<file path="src/npa_defs.svh">
// geometry and width macros for the EVA to NPA request path
// coordinate, pod, vcache and credit parameters

`ifndef NPA_DEFS_SVH
`define NPA_DEFS_SVH

////////////////////////////////////////
// address widths
////////////////////////////////////////
`define EVA_WIDTH           32  // byte effective address
`define EPA_WIDTH           28  // word address inside the destination
`define DATA_WIDTH          32  // store data

////////////////////////////////////////
// mesh geometry
////////////////////////////////////////
`define X_CORD_WIDTH        7   // global x coordinate
`define Y_CORD_WIDTH        7   // global y coordinate
`define POD_X_WIDTH         3   // high bits of x
`define POD_Y_WIDTH         4   // high bits of y
`define X_SUBCORD_WIDTH     4   // low bits of x, position inside the pod
`define Y_SUBCORD_WIDTH     3   // low bits of y, position inside the pod

////////////////////////////////////////
// vcache striping
////////////////////////////////////////
`define VCACHE_ROWS         2   // per side of a pod
`define VCACHE_BLOCK_WORDS  8   // words per cache line

////////////////////////////////////////
// network flow control
////////////////////////////////////////
`define NET_CREDITS         4   // packets allowed in flight

`endif

</file>
<file path="src/npa_pkg.sv">
// opcode and address class types shared by the request path

package npa_pkg;

  ////////////////////////////////////////
  // request opcode
  ////////////////////////////////////////
  // carried unchanged from the core to the packet
  typedef enum logic {
    op_load  = 1'b0,
    op_store = 1'b1
  } req_op_e;

  ////////////////////////////////////////
  // address class
  ////////////////////////////////////////
  // local   : EVA below 0x1000, the tile's own data memory
  // global  : EVA[31:30] == 2'b01, tile space anywhere in the mesh
  // dram    : EVA[31] set, striped over the vcache rows
  // illegal : anything else, dropped by the launcher
  typedef enum logic [1:0] {
    class_local   = 2'b00,
    class_global  = 2'b01,
    class_dram    = 2'b10,
    class_illegal = 2'b11
  } addr_class_e;

endpackage

</file>
<file path="src/dram_hash.sv">
// DRAM hash from EVA and home pod to vcache coordinates and word address
// lines are striped over north and south vcache rows

`timescale 1ns/1ps
`include "npa_defs.svh"

module dram_hash (
  input  logic [`EVA_WIDTH-1:0]    eva_i,     // byte address, bit 31 set
  input  logic [`POD_X_WIDTH-1:0]  pod_x_i,   // home pod
  input  logic [`POD_Y_WIDTH-1:0]  pod_y_i,
  output logic [`X_CORD_WIDTH-1:0] x_cord_o,
  output logic [`Y_CORD_WIDTH-1:0] y_cord_o,
  output logic [`EPA_WIDTH-1:0]    epa_o      // word address in the vcache
);

  ////////////////////////////////////////
  // EVA field layout
  ////////////////////////////////////////
  localparam int offset_w_lp  = $clog2(`VCACHE_BLOCK_WORDS);  // word in line
  localparam int row_id_w_lp  = $clog2(2 * `VCACHE_ROWS);     // north and south rows
  localparam int index_w_lp   = `EVA_WIDTH - 1 - 2 - offset_w_lp - `X_SUBCORD_WIDTH
                                - row_id_w_lp;
  localparam int epa_pad_w_lp = `EPA_WIDTH - index_w_lp - offset_w_lp;
  localparam int x_sub_lsb_lp = 2 + offset_w_lp;
  localparam int row_lsb_lp   = x_sub_lsb_lp + `X_SUBCORD_WIDTH;
  localparam int index_lsb_lp = row_lsb_lp + row_id_w_lp;

  logic [offset_w_lp-1:0]       word_offset;
  logic [`X_SUBCORD_WIDTH-1:0]  x_subcord;
  logic [row_id_w_lp-1:0]       row_id;
  logic [index_w_lp-1:0]        dram_index;
  logic [`Y_SUBCORD_WIDTH-1:0]  y_subcord;
  logic [`POD_Y_WIDTH-1:0]      dram_pod_y;

  assign word_offset = eva_i[2 +: offset_w_lp];
  assign x_subcord   = eva_i[x_sub_lsb_lp +: `X_SUBCORD_WIDTH];
  assign row_id      = eva_i[row_lsb_lp +: row_id_w_lp];
  assign dram_index  = eva_i[index_lsb_lp +: index_w_lp];

  // row bit 0 picks the side; the pod row wraps around the mesh
  assign dram_pod_y = row_id[0] ? `POD_Y_WIDTH'(pod_y_i + 1'b1)  // south
                                : `POD_Y_WIDTH'(pod_y_i - 1'b1); // north

  ////////////////////////////////////////
  // y position inside the pod
  ////////////////////////////////////////
  if (`VCACHE_ROWS == 1) begin : g_one_row
    assign y_subcord = {`Y_SUBCORD_WIDTH{~row_id[0]}};  // edge row of the pod
  end else begin : g_multi_row
    // north rows count down from the pod edge, south rows count up
    assign y_subcord = {
      {(`Y_SUBCORD_WIDTH + 1 - row_id_w_lp){~row_id[0]}},
      (row_id[0] ? row_id[row_id_w_lp-1:1] : ~row_id[row_id_w_lp-1:1])
    };
  end

  ////////////////////////////////////////
  // network physical address
  ////////////////////////////////////////
  assign x_cord_o = {pod_x_i, x_subcord};
  assign y_cord_o = {dram_pod_y, y_subcord};
  assign epa_o    = {{epa_pad_w_lp{1'b0}}, dram_index, word_offset};

endmodule

</file>
<file path="src/eva_decode.sv">
// EVA classifier and NPA mapping for local, global and DRAM addresses
// DRAM addresses go through the vcache hash

`timescale 1ns/1ps
`include "npa_defs.svh"

module eva_decode import npa_pkg::*; (
  input  logic [`EVA_WIDTH-1:0]    req_addr_i,
  input  logic [`X_CORD_WIDTH-1:0] my_x_i,      // own tile position
  input  logic [`Y_CORD_WIDTH-1:0] my_y_i,
  output addr_class_e              class_o,
  output logic [`X_CORD_WIDTH-1:0] x_cord_o,
  output logic [`Y_CORD_WIDTH-1:0] y_cord_o,
  output logic [`EPA_WIDTH-1:0]    epa_o
);

  localparam int local_addr_w_lp = 12;  // local memory is 4 KB
  localparam int local_epa_w_lp  = local_addr_w_lp - 2;
  localparam int glob_epa_w_lp   = 14;  // EVA[15:2]
  localparam int glob_y_lsb_lp   = 16;
  localparam int glob_x_lsb_lp   = glob_y_lsb_lp + `Y_CORD_WIDTH;

  addr_class_e                addr_class;
  logic [`POD_X_WIDTH-1:0]    pod_x;
  logic [`POD_Y_WIDTH-1:0]    pod_y;
  logic [`X_CORD_WIDTH-1:0]   dram_x;
  logic [`Y_CORD_WIDTH-1:0]   dram_y;
  logic [`EPA_WIDTH-1:0]      dram_epa;

  // the home pod is the high part of our own coordinates
  assign pod_x = my_x_i[`X_CORD_WIDTH-1 -: `POD_X_WIDTH];
  assign pod_y = my_y_i[`Y_CORD_WIDTH-1 -: `POD_Y_WIDTH];

  ////////////////////////////////////////
  // address class
  ////////////////////////////////////////
  always_comb begin
    if (req_addr_i[`EVA_WIDTH-1:local_addr_w_lp] == '0) begin
      addr_class = class_local;
    end else if (req_addr_i[`EVA_WIDTH-1]) begin
      addr_class = class_dram;
    end else if (req_addr_i[`EVA_WIDTH-2]) begin
      addr_class = class_global;                // top bits 01
    end else begin
      addr_class = class_illegal;               // top bits 00 above local memory
    end
  end

  assign class_o = addr_class;

  dram_hash dram_hash_inst (
    .eva_i    (req_addr_i),
    .pod_x_i  (pod_x),
    .pod_y_i  (pod_y),
    .x_cord_o (dram_x),
    .y_cord_o (dram_y),
    .epa_o    (dram_epa)
  );

  ////////////////////////////////////////
  // NPA select
  ////////////////////////////////////////
  always_comb begin
    case (addr_class)
      class_local: begin
        x_cord_o = my_x_i;
        y_cord_o = my_y_i;
        epa_o    = {{(`EPA_WIDTH - local_epa_w_lp){1'b0}},
                    req_addr_i[local_addr_w_lp-1:2]};
      end
      class_global: begin
        x_cord_o = req_addr_i[glob_x_lsb_lp +: `X_CORD_WIDTH];
        y_cord_o = req_addr_i[glob_y_lsb_lp +: `Y_CORD_WIDTH];
        epa_o    = {{(`EPA_WIDTH - glob_epa_w_lp){1'b0}},
                    req_addr_i[glob_epa_w_lp+1:2]};
      end
      class_dram: begin
        x_cord_o = dram_x;
        y_cord_o = dram_y;
        epa_o    = dram_epa;
      end
      default: begin                            // illegal, nothing to send
        x_cord_o = '0;
        y_cord_o = '0;
        epa_o    = '0;
      end
    endcase
  end

endmodule

</file>
<file path="src/req_launcher.sv">
// request launcher with network credit counter and packet output register
// illegal requests are dropped and flagged for one cycle

`timescale 1ns/1ps
`include "npa_defs.svh"

module req_launcher import npa_pkg::*; (
  input  logic                     clk_i,
  input  logic                     rst_n_i,
  // core side
  input  logic                     req_v_i,
  input  req_op_e                  req_op_i,
  input  logic [`DATA_WIDTH-1:0]   req_data_i,
  output logic                     req_ready_o,
  // from the decoder
  input  addr_class_e              class_i,
  input  logic [`X_CORD_WIDTH-1:0] x_cord_i,
  input  logic [`Y_CORD_WIDTH-1:0] y_cord_i,
  input  logic [`EPA_WIDTH-1:0]    epa_i,
  // network side
  input  logic                     credit_return_i,
  output logic                     pkt_v_o,
  output req_op_e                  pkt_op_o,
  output logic [`X_CORD_WIDTH-1:0] pkt_x_o,
  output logic [`Y_CORD_WIDTH-1:0] pkt_y_o,
  output logic [`EPA_WIDTH-1:0]    pkt_epa_o,
  output logic [`DATA_WIDTH-1:0]   pkt_data_o,
  output logic                     error_o
);

  localparam int credit_w_lp = $clog2(`NET_CREDITS + 1);
  localparam logic [credit_w_lp-1:0] credit_max_lp = credit_w_lp'(`NET_CREDITS);

  logic [credit_w_lp-1:0] credit_cnt;
  logic                   accept;
  logic                   legal_accept;
  logic                   illegal_accept;

  ////////////////////////////////////////
  // handshake
  ////////////////////////////////////////
  assign req_ready_o    = (credit_cnt != '0);   // stall the core when out of credits
  assign accept         = req_v_i & req_ready_o;
  assign legal_accept   = accept & (class_i != class_illegal);
  assign illegal_accept = accept & (class_i == class_illegal);

  ////////////////////////////////////////
  // credit counter
  ////////////////////////////////////////
  always_ff @(posedge clk_i) begin
    if (!rst_n_i) begin
      credit_cnt <= credit_max_lp;
    end else begin
      case ({legal_accept, credit_return_i})
        2'b10:   credit_cnt <= credit_cnt - 1'b1;  // packet launched
        2'b01:   credit_cnt <= credit_cnt + 1'b1;  // credit back from network
        default: credit_cnt <= credit_cnt;         // none or both
      endcase
    end
  end

  ////////////////////////////////////////
  // packet register
  ////////////////////////////////////////
  always_ff @(posedge clk_i) begin
    if (!rst_n_i) begin
      pkt_v_o <= 1'b0;
      error_o <= 1'b0;
    end else begin
      pkt_v_o <= legal_accept;                  // one cycle per accepted request
      error_o <= illegal_accept;
    end
  end

  always_ff @(posedge clk_i) begin
    if (legal_accept) begin
      pkt_op_o   <= req_op_i;
      pkt_x_o    <= x_cord_i;
      pkt_y_o    <= y_cord_i;
      pkt_epa_o  <= epa_i;
      pkt_data_o <= req_data_i;
    end
  end

  ////////////////////////////////////////
  // checks
  ////////////////////////////////////////
  // an underflow would wrap past the maximum, so one check covers both bounds
  a_credit_bounds: assert property (
    @(posedge clk_i) disable iff (!rst_n_i)
    credit_cnt <= credit_max_lp
  ) else $error("credit count out of range");

  // the network may only return credits for packets it holds
  a_no_spare_return: assert property (
    @(posedge clk_i) disable iff (!rst_n_i)
    (credit_return_i && !legal_accept) |-> (credit_cnt != credit_max_lp)
  ) else $error("credit returned with none outstanding");

  // each launch uses up one of the credits counted here
  a_launch_has_credit: assert property (
    @(posedge clk_i) disable iff (!rst_n_i)
    pkt_v_o |-> (($past(credit_cnt) != '0) &&
                 (credit_cnt == $past(credit_cnt) - 1'b1 + $past(credit_return_i)))
  ) else $error("packet launched without a credit");

  // an illegal request neither launches a packet nor takes a credit
  a_err_pkt_excl: assert property (
    @(posedge clk_i) disable iff (!rst_n_i)
    error_o |-> (!pkt_v_o &&
                 (credit_cnt == $past(credit_cnt) + $past(credit_return_i)))
  ) else $error("error pulse with a packet or a credit taken");

endmodule

</file>
<file path="src/eva_to_npa_top.sv">
// top level of the request address path, decoder plus launcher

`timescale 1ns/1ps
`include "npa_defs.svh"

module eva_to_npa_top import npa_pkg::*; (
  input  logic                     clk_i,
  input  logic                     rst_n_i,
  // core side
  input  logic                     req_v_i,
  input  req_op_e                  req_op_i,
  input  logic [`EVA_WIDTH-1:0]    req_addr_i,
  input  logic [`DATA_WIDTH-1:0]   req_data_i,
  output logic                     req_ready_o,
  // own position
  input  logic [`X_CORD_WIDTH-1:0] my_x_i,
  input  logic [`Y_CORD_WIDTH-1:0] my_y_i,
  // network side
  input  logic                     credit_return_i,
  output logic                     pkt_v_o,
  output req_op_e                  pkt_op_o,
  output logic [`X_CORD_WIDTH-1:0] pkt_x_o,
  output logic [`Y_CORD_WIDTH-1:0] pkt_y_o,
  output logic [`EPA_WIDTH-1:0]    pkt_epa_o,
  output logic [`DATA_WIDTH-1:0]   pkt_data_o,
  output logic                     error_o
);

  addr_class_e                addr_class;   // decoder to launcher
  logic [`X_CORD_WIDTH-1:0]   npa_x;
  logic [`Y_CORD_WIDTH-1:0]   npa_y;
  logic [`EPA_WIDTH-1:0]      npa_epa;

  eva_decode eva_decode_inst (
    .req_addr_i (req_addr_i),
    .my_x_i     (my_x_i),
    .my_y_i     (my_y_i),
    .class_o    (addr_class),
    .x_cord_o   (npa_x),
    .y_cord_o   (npa_y),
    .epa_o      (npa_epa)
  );

  req_launcher req_launcher_inst (
    .clk_i           (clk_i),
    .rst_n_i         (rst_n_i),
    .req_v_i         (req_v_i),
    .req_op_i        (req_op_i),
    .req_data_i      (req_data_i),
    .req_ready_o     (req_ready_o),
    .class_i         (addr_class),
    .x_cord_i        (npa_x),
    .y_cord_i        (npa_y),
    .epa_i           (npa_epa),
    .credit_return_i (credit_return_i),
    .pkt_v_o         (pkt_v_o),
    .pkt_op_o        (pkt_op_o),
    .pkt_x_o         (pkt_x_o),
    .pkt_y_o         (pkt_y_o),
    .pkt_epa_o       (pkt_epa_o),
    .pkt_data_o      (pkt_data_o),
    .error_o         (error_o)
  );

endmodule

</file>
<file path="config.mk">
export PLATFORM = sky130hd
export DESIGN_NAME = eva_to_npa_top
export DESIGN_NICKNAME = d
export VERILOG_FILES = /design/src/npa_pkg.sv /design/src/dram_hash.sv /design/src/eva_decode.sv /design/src/req_launcher.sv /design/src/eva_to_npa_top.sv
export VERILOG_INCLUDE_DIRS = /design/src /design/src/src
export SDC_FILE = /design/constraint.sdc
export NUM_CORES = 1
export LEC_CHECK = 0
export ABC_AREA = 1
export BUFFER_PORTS_ARGS = -buffer_cell sky130_fd_sc_hd__buf_4
export CORE_UTILIZATION = 30
export DETAILED_ROUTE_END_ITERATION = 16
export PLACE_DENSITY = 0.58
export SYNTH_ARGS = -nofsm -noshare
export SYNTH_HDL_FRONTEND = slang
export SYNTH_SLANG_ARGS = --single-unit
</file>
<file path="constraint.sdc">
create_clock -name clk_i -period 2.55 [get_ports clk_i]
set_input_delay 0.51 -clock clk_i [delete_from_list [all_inputs] [get_ports clk_i]]
set_output_delay 0.51 -clock clk_i [all_outputs]
set_load 0.02 [all_outputs]
</file>
==> out/metrics.yaml <==
grt_first_pass_wirelength_um: 12200
path_clk_slew_ns: 0.08
fillCellCount: 938
rr_startpoint: "req_launcher_inst.credit_cnt[0]"
rrSetupSlack_ns: 0.69
post_cts_resized: 0
cp_num_buf_inv: 3
num-nets-final: 509
clock_latency_ns: 0.34
netlist_area_sq_mm: 0.00312
required_ns: 2.82
reg2reg_to: "req_launcher_inst.credit_cnt[2]"
final_hold_viol_count: 0
num_io_pins: 161
cp_common_cell: "nand2_2"
final-max-slew-violation-count: 0
crit_fanout: 9
viasPerCell: 4.33
drc: 0
fp.dieW_um: 104
fin_crit_sh_pct: 76.6
cap_violations: 0
routabilityCongestion: 0.822
min_period_ns: 1.95
fmax_ghz: 0.512
whs_endpoint: "req_launcher_inst.pkt_data_o[5]"
leakage_nw: 2.09
die_h_um: 104
skew_ns: 0.00839
setup_tns_ns: 0
first_iter_violations: 103
grt_max_degree: 51
crit_path_start_kind: "primary input"
synth-seq-cells: 75
outcome: "completed"
dieArea_sq_mm: 0.0108
num_rows: 36
cts-root-buf: "clkbuf_8"
yosysSeqAreaShare_pct: 70.7
synth_cells: 255
drive_above_1_share_pct: 43.3
hp-class: "primary input to flop"
min_from: "req_data_i[5]"
clock_path_buffers: 2
area_growth_pct: 48.1
hold_buffers: 0
initial_core_util_pct: 31.5
wl_um: 8090
end_kind: "flop"
rr_worst_depth: 12
power_density_mw_per_mm2: 612
ant_nets: 0
finish.utilization_pct: 46.6
cp_data_arrival_time_ns: 2.23
cts_num_sinks: 75
routedWlPerCell_um: 14.5
grt_pass1_vias: 2334
min_path_cells: 1
cp_top_family: "simple AND/OR/NAND/NOR gates"
fin_ws_ns: 0.596
dp_hpwl_um: 6080
critPathKind: "primary input to flop"
dpl_worst_slack_ns: 0.218
cts_tree: "built"
route.vias.total: 2417
yosysUniqueCellTypes: 30
dr.pass1.iters: 4
overflow: 0
io_buffers: 153
core_sq_mm: 0.00991
post_cts_buffers: 0
slowest_stage: "fa_1"
rsz0062_at_grt: "false"
antenna_found_initial: 0
grt.total_usage_pct: 15.0
htreeDepth: 3
diodes: 0
yosys_warnings: 0
cpPeakStageDelay_ns: 0.38
irDropWorstVdd_mv: 0.233
setup_viol: 0
crit_path_cell_trace: "buf_4 -> inv_2 -> nand2_2 -> nand3_2 -> nand2_2 -> ha_1 -> inv_1 -> fa_1 -> nand2_1 -> nor3b_1 -> a21oi_1 -> o21ai_0"
avgSynthCellArea_sq_um: 12.2
cts_buffers: 9
-- Yosys cell counts --
cell type,count,share of area (%)
a21oi_1,4,0.64
a22o_1,1,0.28
buf_1,1,0.12
buf_2,2,0.32
buf_4,5,1.2
clkbuf_1,1,0.12
conb_1,1,0.12
dfxtp_1,5,3.2
edfxtp_1,70,67
fa_1,2,1.3
ha_1,3,1.2
inv_1,28,3.4
inv_2,3,0.36
nand2_1,66,7.9
nand2_2,2,0.40
nand2_4,1,0.36
nand2b_1,1,0.20
nand3_1,12,1.9
nand3_2,1,0.32
nand3_4,1,0.56
nand4_1,8,1.6
nor2_1,11,1.3
nor2_4,3,1.1
nor3b_1,1,0.24
o21ai_0,11,1.8
o21bai_1,3,0.72
o22ai_1,4,0.80
or2_1,1,0.20
xnor2_1,2,0.56
xor2_1,1,0.28
-- cells in the final DEF, fill, tap and decap left out, drive strengths merged, types with 5 or more instances in the layout --
| cell | synthesis | final |
|---|---|---|
| conb | 1 | 5 |
| inv | 31 | 32 |
| dfxtp | 5 | 5 |
| nand3 | 14 | 14 |
| clkbuf | 1 | 10 |
| nor2 | 14 | 14 |
| nand4 | 8 | 8 |
| buf | 8 | 160 |
| nand2 | 69 | 69 |
| edfxtp | 70 | 70 |
| o21ai | 11 | 11 |
-- sequential cells by signal, indices dropped and copies added, names as in the netlist --
name and flops:
req_launcher_inst.pkt_y_o 7, req_launcher_inst.error_o 1, req_launcher_inst.pkt_op_o 1, req_launcher_inst.credit_cnt 3, req_launcher_inst.pkt_epa_o 23, req_launcher_inst.pkt_data_o 32
req_launcher_inst.pkt_x_o 7, req_launcher_inst.pkt_v_o 1
-- worst max-delay path by stage --
stage	slack, ns	depth (start not counted)	endpoint	from
floorplan	0.14	6	req_launcher_inst.pkt_data_o[0]	req_addr_i[17]
global placement	0.23	12	req_launcher_inst.credit_cnt[1]	req_addr_i[28]
detailed placement	0.22	12	req_launcher_inst.credit_cnt[2]	req_addr_i[31]
CTS	0.59	12	req_launcher_inst.credit_cnt[1]	req_addr_i[28]
global route	0.40	14	req_launcher_inst.credit_cnt[2]	req_addr_i[28]
finish	0.60	12	req_launcher_inst.credit_cnt[2]	req_addr_i[31]
-- stage by stage --
| step | instance area (sq um) | total power, mW | hold WS, ns | instances |
|---|---|---|---|---|
| final | 4610 | 2.82 | 0.344 | 558 |
| after global routing | 4610 | 2.94 | 0.320 | 558 |
| after CTS | 4610 | 2.85 | 0.324 | 558 |
| after detailed placement | 4460 | 2.08 | 0.491 | 543 |
| after global placement | 4460 | 2.07 | 0.478 | 543 |
| after floorplan | 3130 | 1.80 | 0.469 | 259 |
-- cell type report --
| type | count | area (sq um) | area share (%) |
|---|---|---|---|
| flip-flops and latches | 75 | 2200 | 47.7 |
| repair buffers | 160 | 1210 | 26.3 |
| clock inverters | 5 | 30.0 | 0.651 |
| clock buffers | 10 | 128 | 2.77 |
| well taps | 133 | 166 | 3.61 |
| inverters | 31 | 116 | 2.52 |
| multi-input cells | 144 | 758 | 16.4 |
-- metal layers --
layer | share of wire [%] | GRT usage, % | vias to the layer above
met4 | 2.2 | 7.76 | 0
met2 | 46 | 23.5 | 118
met5 | 0 | 0 | -
met1 | 44 | 19.0 | 1099
met3 | 7.3 | 4.07 | 12
li1 | - | - | 1188
-- cell families (layout without fill, tap and decap cells) --
group	after synthesis	count (layout)	synth area share, %
AO/OA/AOI/OAI	23	23	4.21
XOR/XNOR	3	3	0.843
adder cells (fa/ha/maj)	5	5	2.49
buffers and inverters	40	206	5.50
flip-flops	75	75	70.7
other	1	5	0.120
AND/OR/NAND/NOR	108	108	16.2
-- where the power goes --
part / internal (mW) / switching, mW / total (mW)
combinational: 0.241 / 0.309 / 0.550
clock: 0.345 / 0.433 / 0.778
sequential: 1.47 / 0.0293 / 1.50
No activity file was read; power rests on OpenSTA's default activity.
